--- src/rotPkg.sv ---
`default_nettype none

package rotPkg;

   // ------------------------------------------------------------------------
   // widths
   // ------------------------------------------------------------------------
   localparam int SampleWidth = 18;
   localparam int FracBits    = 16;
   localparam int PhaseWidth  = 5;

   // output fifo depth, also the initial upstream credit grant
   localparam int QueueDepth  = 8;
   localparam int PtrWidth    = $clog2(QueueDepth);
   localparam int CountWidth  = $clog2(QueueDepth) + 1;
   // downstream credits may pile up beyond the fifo depth
   localparam int CreditWidth = 8;

   // ------------------------------------------------------------------------
   // Q1.16 coefficients, 0 to 4 steps of 11.25 degrees
   // ------------------------------------------------------------------------
   localparam logic signed [SampleWidth-1:0] cosTable [0:4] = '{
      18'sd65536, 18'sd64277, 18'sd60547, 18'sd54491, 18'sd46341
   };
   localparam logic signed [SampleWidth-1:0] sinTable [0:4] = '{
      18'sd0, 18'sd12785, 18'sd25080, 18'sd36410, 18'sd46341
   };

   // phase index split for the folding logic
   typedef struct packed {
      logic [1:0] quadrant;
      logic       mirror;
      logic [1:0] step;
   } phaseFieldsT;

   // one index word, used as a number or as fold fields
   typedef union packed {
      logic [PhaseWidth-1:0] raw;
      phaseFieldsT           fields;
   } phaseIndexT;

   typedef struct packed {
      logic signed [SampleWidth-1:0] i;
      logic signed [SampleWidth-1:0] q;
   } iqSampleT;

   // input word from upstream
   typedef struct packed {
      iqSampleT              iq;
      logic [PhaseWidth-1:0] phaseStep;
      logic                  sync;
   } inSampleT;

   // pipeline and output word
   typedef struct packed {
      iqSampleT   iq;
      phaseIndexT phase;
   } rotSampleT;

endpackage

`default_nettype wire

--- src/phaseAccum.sv ---
`default_nettype none

module phaseAccum (
   input  wire                    clk,
   input  wire                    reset,
   input  wire                    inValid,
   input  wire rotPkg::inSampleT  inSample,
   output logic                   accValid,
   output rotPkg::rotSampleT      accSample
);

   import rotPkg::*;

   // stored phase, modulo 32
   phaseIndexT phase;
   phaseIndexT newPhase;

   // sync reloads the phase, otherwise step forward
   always_comb begin
      if (inSample.sync) begin
         newPhase.raw = inSample.phaseStep;
      end else begin
         // wraps naturally at 5 bits
         newPhase.raw = phase.raw + inSample.phaseStep;
      end
   end

   // phase state and valid
   always_ff @(posedge clk) begin
      if (reset) begin
         phase.raw <= '0;
         accValid  <= 1'b0;
      end else begin
         accValid <= inValid;
         if (inValid) begin
            phase <= newPhase;
         end
      end
   end

   // sample tagged with its rotation index
   always_ff @(posedge clk) begin
      if (inValid) begin
         accSample.iq    <= inSample.iq;
         accSample.phase <= newPhase;
      end
   end

endmodule

`default_nettype wire

--- src/rot.sv ---
`default_nettype none

module rot (
   input  wire                   clk,
   input  wire                   reset,
   input  wire rotPkg::iqSampleT iqIn,
   input  wire [2:0]             angle,
   output rotPkg::iqSampleT      iqRot
);

   import rotPkg::*;

   // table coefficients for the current angle
   logic signed [SampleWidth-1:0] cosCoef;
   logic signed [SampleWidth-1:0] sinCoef;

   // stage 1 products, full precision
   logic signed [2*SampleWidth-1:0] iCos;
   logic signed [2*SampleWidth-1:0] qSin;
   logic signed [2*SampleWidth-1:0] iSin;
   logic signed [2*SampleWidth-1:0] qCos;

   // stage 2 sums, one guard bit
   logic signed [2*SampleWidth:0] sumI;
   logic signed [2*SampleWidth:0] sumQ;

   // ------------------------------------------------------------------------
   // coefficient lookup
   // ------------------------------------------------------------------------
   always_comb begin
      // fold never gives more than 4 steps
      if (angle > 3'd4) begin
         cosCoef = cosTable[4];
         sinCoef = sinTable[4];
      end else begin
         cosCoef = cosTable[angle];
         sinCoef = sinTable[angle];
      end
   end

   // ------------------------------------------------------------------------
   // stage 1, four products
   // ------------------------------------------------------------------------
   always_ff @(posedge clk) begin
      if (reset) begin
         iCos <= '0;
         qSin <= '0;
         iSin <= '0;
         qCos <= '0;
      end else begin
         iCos <= iqIn.i * cosCoef;
         qSin <= iqIn.q * sinCoef;
         iSin <= iqIn.i * sinCoef;
         qCos <= iqIn.q * cosCoef;
      end
   end

   // rotation by plus angle
   always_comb begin
      sumI = iCos - qSin;
      sumQ = iSin + qCos;
   end

   // ------------------------------------------------------------------------
   // stage 2, floor to Q1.16 and keep 18 bits
   // ------------------------------------------------------------------------
   always_ff @(posedge clk) begin
      if (reset) begin
         iqRot <= '0;
      end else begin
         iqRot.i <= SampleWidth'(sumI >>> FracBits);
         iqRot.q <= SampleWidth'(sumQ >>> FracBits);
      end
   end

endmodule

`default_nettype wire

--- src/rotator.sv ---
`default_nettype none

module rotator (
   input  wire                    clk,
   input  wire                    reset,
   input  wire                    accValid,
   input  wire rotPkg::rotSampleT accSample,
   output logic                   rotValid,
   output rotPkg::rotSampleT      rotSample
);

   import rotPkg::*;

   iqSampleT   iqLim;
   iqSampleT   foldIq;
   iqSampleT   iqRot;
   logic [2:0] foldAngle;
   logic [2:0] angleNext;
   // valid and phase follow the data through fold and rot
   logic [2:0] validDly;
   phaseIndexT phaseDly [0:2];
   logic       negI;
   logic       negQ;

   // ------------------------------------------------------------------------
   // clamp, keeps negation in range
   // ------------------------------------------------------------------------
   always_comb begin
      iqLim = accSample.iq;
      if (accSample.iq.i == -18'sd131072) begin
         iqLim.i = -18'sd131071;
      end
      if (accSample.iq.q == -18'sd131072) begin
         iqLim.q = -18'sd131071;
      end
   end

   // fine angle, mirrored octants count back from 8
   assign angleNext = accSample.phase.fields.mirror ?
                      3'(4'd8 - 4'(accSample.phase.raw[2:0])) :
                      3'(accSample.phase.fields.step);

   // ------------------------------------------------------------------------
   // fold register, swap and negate by octant
   // ------------------------------------------------------------------------
   always_ff @(posedge clk) begin
      foldAngle <= angleNext;
      case ({accSample.phase.fields.quadrant, accSample.phase.fields.mirror})
         3'd0: foldIq <= '{i: iqLim.i, q: iqLim.q};
         3'd1: foldIq <= '{i: iqLim.q, q: iqLim.i};
         // second quadrant
         3'd2: foldIq <= '{i: -iqLim.q, q: iqLim.i};
         3'd3: foldIq <= '{i: -iqLim.i, q: iqLim.q};
         // third quadrant
         3'd4: foldIq <= '{i: -iqLim.i, q: -iqLim.q};
         3'd5: foldIq <= '{i: -iqLim.q, q: -iqLim.i};
         // fourth quadrant
         3'd6: foldIq <= '{i: iqLim.q, q: -iqLim.i};
         default: foldIq <= '{i: iqLim.i, q: -iqLim.q};
      endcase
   end

   rot rot (
      .clk   (clk),
      .reset (reset),
      .iqIn  (foldIq),
      .angle (foldAngle),
      .iqRot (iqRot)
   );

   // three cycle delay, fold plus two rot stages
   always_ff @(posedge clk) begin
      if (reset) begin
         validDly <= '0;
      end else begin
         validDly <= {validDly[1:0], accValid};
      end
   end

   always_ff @(posedge clk) begin
      phaseDly[0] <= accSample.phase;
      phaseDly[1] <= phaseDly[0];
      phaseDly[2] <= phaseDly[1];
   end

   // octants 1 and 5 flip I, octants 3 and 7 flip Q
   assign negI = phaseDly[2].fields.mirror & ~phaseDly[2].fields.quadrant[0];
   assign negQ = phaseDly[2].fields.mirror & phaseDly[2].fields.quadrant[0];

   // ------------------------------------------------------------------------
   // sign fix register
   // ------------------------------------------------------------------------
   always_ff @(posedge clk) begin
      if (reset) begin
         rotValid <= 1'b0;
      end else begin
         rotValid <= validDly[2];
      end
   end

   always_ff @(posedge clk) begin
      rotSample.iq.i  <= negI ? -iqRot.i : iqRot.i;
      rotSample.iq.q  <= negQ ? -iqRot.q : iqRot.q;
      rotSample.phase <= phaseDly[2];
   end

endmodule

`default_nettype wire

--- src/creditQueue.sv ---
`default_nettype none

module creditQueue (
   input  wire                    clk,
   input  wire                    reset,
   input  wire                    rotValid,
   input  wire rotPkg::rotSampleT rotSample,
   output logic                   inCredit,
   input  wire                    outCredit,
   output logic                   outValid,
   output rotPkg::rotSampleT      outSample
);

   import rotPkg::*;

   // ------------------------------------------------------------------------
   // fifo storage and pointers
   // ------------------------------------------------------------------------
   rotSampleT             mem [0:QueueDepth-1];
   logic [PtrWidth-1:0]   wrPtr;
   logic [PtrWidth-1:0]   rdPtr;
   logic [CountWidth-1:0] count;

   // credits returned by downstream, not yet spent
   logic [CreditWidth-1:0] outCredits;
   // upstream credits still owed
   logic [CountWidth-1:0]  pendingGrants;
   logic                   grant;

   // head leaves when there is data and a credit to spend
   assign outValid  = (count != '0) && (outCredits != '0);
   assign outSample = mem[rdPtr];

   always_ff @(posedge clk) begin
      if (rotValid) begin
         mem[wrPtr] <= rotSample;
      end
   end

   // pointers wrap at the power of two depth
   always_ff @(posedge clk) begin
      if (reset) begin
         wrPtr <= '0;
         rdPtr <= '0;
         count <= '0;
      end else begin
         if (rotValid) begin
            wrPtr <= wrPtr + 1'b1;
         end
         if (outValid) begin
            rdPtr <= rdPtr + 1'b1;
         end
         count <= count + CountWidth'(rotValid) - CountWidth'(outValid);
      end
   end

   // ------------------------------------------------------------------------
   // downstream credit counter
   // ------------------------------------------------------------------------
   always_ff @(posedge clk) begin
      if (reset) begin
         outCredits <= '0;
      end else begin
         outCredits <= outCredits + CreditWidth'(outCredit) - CreditWidth'(outValid);
      end
   end

   // ------------------------------------------------------------------------
   // upstream grants
   // ------------------------------------------------------------------------
   // full depth owed after reset, one more per item sent
   assign grant = (pendingGrants != '0);

   always_ff @(posedge clk) begin
      if (reset) begin
         pendingGrants <= CountWidth'(QueueDepth);
         inCredit      <= 1'b0;
      end else begin
         // at most one pulse per cycle
         inCredit      <= grant;
         pendingGrants <= pendingGrants + CountWidth'(outValid) - CountWidth'(grant);
      end
   end

endmodule

`default_nettype wire

--- src/phaseRotTop.sv ---
`default_nettype none

module phaseRotTop (
   input  wire                   clk,
   input  wire                   reset,
   input  wire                   inValid,
   input  wire rotPkg::inSampleT inSample,
   output logic                  inCredit,
   output logic                  outValid,
   output rotPkg::rotSampleT     outSample,
   input  wire                   outCredit
);

   import rotPkg::*;

   // ------------------------------------------------------------------------
   // pipeline wiring
   // ------------------------------------------------------------------------
   // accumulator to rotator
   logic      accValid;
   rotSampleT accSample;

   // rotator to queue
   logic      rotValid;
   rotSampleT rotSample;

   // phase tag, one cycle
   phaseAccum phaseAccum (
      .clk       (clk),
      .reset     (reset),
      .inValid   (inValid),
      .inSample  (inSample),
      .accValid  (accValid),
      .accSample (accSample)
   );

   // fold, fine rotation and sign fix, four cycles
   rotator rotator (
      .clk       (clk),
      .reset     (reset),
      .accValid  (accValid),
      .accSample (accSample),
      .rotValid  (rotValid),
      .rotSample (rotSample)
   );

   // output fifo with credits on both sides
   creditQueue creditQueue (
      .clk       (clk),
      .reset     (reset),
      .rotValid  (rotValid),
      .rotSample (rotSample),
      .inCredit  (inCredit),
      .outCredit (outCredit),
      .outValid  (outValid),
      .outSample (outSample)
   );

endmodule

`default_nettype wire

--- config.mk ---
export PLATFORM = sky130hd
export DESIGN_NAME = phaseRotTop
export DESIGN_NICKNAME = d
export VERILOG_FILES = /design/src/rotPkg.sv /design/src/phaseAccum.sv /design/src/rot.sv /design/src/rotator.sv /design/src/creditQueue.sv /design/src/phaseRotTop.sv
export SDC_FILE = /design/constraint.sdc
export NUM_CORES = 2
export LEC_CHECK = 0
export BUFFER_PORTS_ARGS = -buffer_cell sky130_fd_sc_hd__buf_2
export CORE_MARGIN = 5
export CORE_UTILIZATION = 55
export DETAILED_ROUTE_END_ITERATION = 8
export HOLD_SLACK_MARGIN = 0.1
export PLACE_DENSITY = 0.74
export RECOVER_POWER = 50
export SLEW_MARGIN = 20
export SYNTH_ARGS = -nofsm -noshare
export SYNTH_HDL_FRONTEND = slang
export SYNTH_HIERARCHICAL = 1
export SYNTH_SLANG_ARGS = --single-unit
--- constraint.sdc ---
create_clock -name clk -period 7.57 [get_ports clk]
set_input_delay 0.757 -clock clk [delete_from_list [all_inputs] [get_ports clk]]
set_output_delay 0.757 -clock clk [all_outputs]
set_load 0.05 [all_outputs]
# [Word-level counts from Yosys, hierarchy flattened]
# Memories as Yosys holds them, arrays and structs flattened. A register that Yosys moved wholly into a read port is not among the register bits.
# Index checks and enable logic that the tools add are counted.
# Widths: inputs -> output; s select.
[totals] ff_bits=326 ram_bits=343 romBits=288 out_inout_bits=43 wordCells=86 n_memories=4
[op_classes] add_sub_neg=16 n_mul=4 n_lt_le_gt_ge=2 n_eq_ne=8 n_mux=17 bitwise_logic=4 reduce_logical=5
[memory_table] name="creditQueue.mem" depth=8 word_bits=41 read_ports=1 rd_clocked_by_memory_dff=1 write_ports=1 line_no="creditQueue.sv:19" text="rotSampleT mem [0:QueueDepth-1];"
[memory_table] name="(no name shown)" depth=8 word_bits=18 read_ports=1 rd_clocked_by_memory_dff=0 write_ports=0 line_no="rot.sv:37" text="sinCoef = sinTable[angle];"
[memory_table] name="(no name shown)" depth=8 word_bits=18 read_ports=1 rd_clocked_by_memory_dff=0 write_ports=0 line_no="rot.sv:36" text="cosCoef = cosTable[angle];"
[memory_table] name="rotator.phaseDly" depth=3 word_bits=5 read_ports=3 rd_clocked_by_memory_dff=0 write_ports=3 line_no="rotator.sv:21" text="phaseIndexT phaseDly [0:2];"
[ops] op="$pmux 36 s7" count=1
[ops] op="$mux 18" count=10
[ops] op="$mul 18x18->34" count=4
[ops] op="$neg 18->18" count=4
[ops] op="$eq 18x18->1 const B" count=2
[ops] op="$add 34x34->34" count=1
[ops] op="$sub 34x34->34" count=1
[ops] op="$eq 3x3->1 const B" count=3
[ops] op="$add 4x1->4" count=2
[ops] op="$add 8x1->8" count=1
[ops] op="$reduce_bool 4->1" count=2
[ops] op="$reduce_bool 8->1" count=1
[ops] op="$sub 4x1->4" count=2
[ops] op="$sub 8x1->8" count=1
[ops] op="$add 3x1->3 const B" count=2
[ops] op="$eq 3x2->1 const B" count=2
[ops] op="$mux 3" count=2
[ops] op="$add 5x5->5" count=1
[ops] op="$mux 5" count=1
[ops] op="$ge 4x4->1 const B" count=1
[ops] op="$not 3->4" count=1
[ops] op="$eq 3x1->1 const B" count=1
[ops] op="$gt 3x3->1 const B" count=1
[ops] op="$logic_not 3->1" count=1
[ops] op="other kinds (6)" count=8

# [Depth between registers and ports, before layout]
[logic_depth] ltp_word=6 mapped_depth=30 depth_no_buf=27

# [Cells and area by module]
# The synthesis kept the hierarchy.
[modules_own_cells] module="rot" n_inst=1 cells_per_inst=5351 area_each_um2=48276.3 seq_area_each_um2=3443.3
[modules_own_cells] module="creditQueue" n_inst=1 cells_per_inst=646 area_each_um2=14113.5 seq_area_each_um2=10369.9
[modules_own_cells] module="rotator" n_inst=1 cells_per_inst=637 area_each_um2=5238.8 seq_area_each_um2=1961.9
[modules_own_cells] module="phaseAccum" n_inst=1 cells_per_inst=95 area_each_um2=1697.9 seq_area_each_um2=1351.3

# [Worst setup path before layout]
# No wires, ideal clock.
[synth_timing] kind="register to register" startpoint="register rotator.foldAngle[2]" endpoint="register rotator.rot.qCos[31]" setup_time_ps=128 arrival_ps=6888 required_ps=7442 slack_ps=555 path_stages_with_launch=27 path_cell_list="dfxtp_1 clkbuf_1 clkbuf_1 or2_2 clkbuf_1 clkbuf_1 nand2_1 fa_1 inv_1 fa_1 inv_1 fa_1 inv_1 fa_1 inv_1 fa_1 inv_1 ha_1 clkbuf_1 a21oi_1 o21ai_0 nor4_1 a21oi_1 nor4b_1 o31ai_1 xnor2_1 nor2_1"
[synth_between] elab_chain_len=6 elab_cells_between_ends=7 classes_between="1 x mul; 1 x order compare; 3 x mux; 1 x bitwise; 1 x memory"
[synth_lines] item="start: declaration" line_no="rotator.sv:17" text="logic [2:0] foldAngle;"
[synth_lines] item="start signal: assignment" line_no="rotator.sv:47" text="foldAngle <= angleNext;"
[synth_lines] item="$not 3->4 (implied by the code)" line_no="rot.sv:36"
[synth_lines] item="$mem_v2 8x18"
[synth_lines] item="$mux 18 (implied by the code) (2 in series)" line_no="rot.sv:36"
[synth_lines] item="$mux 18 *" line_no="rot.sv:32" text="if (angle > 3'd4) begin"
[synth_lines] item="$mul 18x18->34 *" line_no="rot.sv:54" text="qCos <= iqIn.q * cosCoef;"
[synth_lines] item="end signal: assignment" line_no="rot.sv:54"
[synth_lines] item="end: declaration" line_no="rot.sv:21" text="logic signed [2*SampleWidth-1:0] qCos;"
# Every way passes the cells marked *; elsewhere a longest branch is shown, timed or not. The select of a mux whose other input is x is not followed.
# A chain may end at the register's enable or synchronous reset.

==> impl_metrics.py <==
metrics = {
    "finish": {
        "finalInstanceArea_sq_mm": 0.0745,
        "final_common_cell": "inv_1",
        "instances_no_fill": 8492,
        "drive_gt1_frac": 0.0716,
        "fin_util": 0.594,
        "syn_to_final_growth_pct": 7.43,
        "nets": 8387,
        "most-common-layout-cells": "inv_1, fa_1, ha_1",
    },
    "drt": {
        "route.antenna.remaining_nets": 0,
        "viasPerCell": 5.66,
        "drc": 0,
        "firstDrtPassIters": 6,
        "wirelength_um": 194000,
        "wl_per_cell_um": 22.9,
        "vias": 48047,
        "drt_iter0_drc": 4217,
    },
    "timing": {
        "fin_crit_sh": 0.961,
        "setup_viol_count_final": 0,
        "clock-skew-final_ns": 0.0481,
        "hold_slack_ns": 0.284,
        "hold_viol_final": 0,
        "worst_pin_slew_ns": 2.87,
        "relSlewSlack": -0.913,
        "slew_viol_final": 190,
        "max_clock_freq_mhz": 137,
        "fin_crit_ns": 7.28,
    },
    "logic_synthesis": {
        "ys_types": 107,
        "ys.flop_type": "edfxtp_1",
        "synth_edf_count": 369,
        "ys_seq_area_frac": 0.247,
        "syn_area_sq_mm": 0.0693,
        "synth-seq-cells": 671,
        "yosysWarnings": 6,
        "synth_nets": 8336,
        "synthCells": 6729,
        "ys_async_sr_fraction": 0,
        "syn_area_per_cell_sq_um": 10.3,
    },
    "critical_path": {
        "path_max_fanout": 27,
        "cp-startpoint": "rotator/phaseDly[0][0]",
        "reg2reg_from": "rotator/phaseDly[0][0]",
        "crit_required_ns": 8.12,
        "crit_path_end_kind": "register",
        "crit_arrival_ns": 7.82,
        "critical_path_class": "reg -> reg",
        "crit_path_start_kind": "register",
    },
    "placed_design": {
        "finalWeightedCongestion": 1.01,
        "hpwl_um": 158000,
        "dp_cells": 8354,
        "port_buffers": 88,
        "dpl_cell_area_sq_mm": 0.0720,
    },
    "worst_hold_path": {
        "holdCritPathClass": "in -> reg",
        "hp-start": "inSample[15]",
    },
    "floorplan": {
        "rows": 130,
        "die_y_um": 365,
        "io_pins": 89,
        "die_w_um": 365,
        "die_area_sq_mm": 0.133,
        "core_area_sq_mm": 0.125,
        "initial_utilization": 0.553,
    },
    "run_status": {
        "status": "finished with violations",
        "violations": "capacitance limit, slew limit",
    },
    "grt": {
        "antenna_found_initial": 3,
        "grt_pass1_wl_um": 299000,
        "grt-ovfl-total": 0,
        "grt_usage": 0.297,
        "grt_pass1_vias": 50616,
        "grt_max_degree": 79,
    },
    "cts": {
        "cts_max_level": 3,
        "clk_path_buf_depth": 3,
        "cts_tree": "built",
        "numCtsBuffers": 72,
        "insertion_delay_ns": 0.68,
        "cts-root-buf": "clkbuf_16",
        "postCtsHoldBufs": 0,
        "cts.sinks": 671,
        "clk_pin_slew_ns": 0.06,
    },
    "run": {
        "drv_cap": 4,
    },
}
==> registers in the layout (all words and copies together) (netlist names), 34 cells and up, named ones only <==
signal,cells
rotator/rot/iqRot,36
creditQueue/mem,328
rotator/rot/qSin,34
rotator/rot/iSin,34
rotator/foldIq,36
phaseAccum/accSample,41
rotator/rot/iCos,34
rotator/rotSample,41
rotator/rot/qCos,34
==> layout make-up <==
class                           instances  area [sq um]
Fill cell                           10337         50900
Multi-Input combinational cell       4279         45500
Sequential cell                       671         17100
Inverter                             1517          5690
Tap cell                             1650          2060
Clock buffer                           89          1910
Timing Repair Buffer                  239          1650
Clock inverter                         45           512
Antenna cell                            2          5.00
==> path summary, 6_finish.rpt <==
kind | end | slack (ns) | cells past startpoint
worst max-delay path | rotator/rot/iSin[31] | 0.29 | 23
worst min-delay path | phaseAccum/accSample[14] | 0.28 | 1
worst max register to register | rotator/rot/iSin[31] | 0.29 | 23
worst min register to register | rotator/rotSample[1] | 0.32 | 0
==> routing by layer <==
metal	up-vias	global-route usage	routed length, um
met1	23939	0.386	78100
met5	-	0	0
met3	433	0.0584	15400
met2	2051	0.479	88900
met4	0	0.151	12000
li1	21624	-	-
==> stage by stage <==
stage	TNS [ns]	setup WS, ns
after detailed placement	0	0.136
after global routing	-0.00877	-0.00877
after floorplan	0	0.555
after CTS	0	0.130
after global placement	0	0.196
final	0	0.294
==> critical path, stage by stage (launching register included) <==
cell and delay (ns):
dfxtp_1 0.38, inv_1 0.12, ha_1 0.39, or2_2 0.34, buf_12 0.19, and2_1 0.29
fa_1 0.51, inv_1 0.05, fa_1 0.47, fa_1 0.52, inv_1 0.07, fa_1 0.50
fa_1 0.49, inv_1 0.05, fa_1 0.59, inv_1 0.08, ha_1 0.37, a21o_1 0.20
a21o_1 0.19, a221o_1 0.30, a21oi_1 0.36, o21ai_0 0.14, a21oi_1 0.17, mux2_2 0.36
==> repair_timing <==
item	in CTS	in global routing
setup endpoints to repair	0	24
buffers inserted	0	2
gates resized for setup	0	9
==> cell usage after synthesis (all sizes together) (8+ instances only) <==
cell type	n	area (sq um)
o21bai	42	319
nor4	17	121
o21ai	169	850
dfxtp	302	6050
a311oi	9	78.8
a21oi	178	906
a41oi	9	78.8
maj3	14	140
xor2	153	1340
nand2	458	1730
o41ai	8	77.6
ha	558	6980
mux2i	23	230
a31o	23	201
and2	278	1740
nor2	300	1130
or4	15	120
nor2b	72	450
xnor2	162	1420
a21boi	8	60.1
a2111oi	10	98.8
clkbuf	210	791
o2111ai	8	70.1
a21o	76	572
edfxtp	369	11100
mux4	86	2240
mux2	53	604
a31oi	42	263
a211o	8	70.1
nand4	23	144
or2	17	106
nand3	48	240
inv	1515	5690
o31ai	19	156
nor4b	9	78.8
o211ai	20	150
o311ai	9	78.8
and3	20	125
nand2b	38	245
buf	52	328
fa	1003	20100
a211oi	36	280
nor3	99	507
o21a	43	323
or3	24	159
==> kinds of logic (layout without fill, tap and decap cells) <==
logic type,Yosys count,in the layout,share of synthesized area
mux,162,162,0.0443
buf+inv,1779,1890,0.0983
simple gates,1441,1441,0.102
flops,671,671,0.247
fa+ha+maj,1575,1575,0.392
other cells,0,2,0
xor+xnor,315,315,0.0398
compound gates,786,786,0.0760
Power is left out: the tool's default activity adds up to more than one toggle a clock period on the data nets, which glitch-free logic cannot reach.
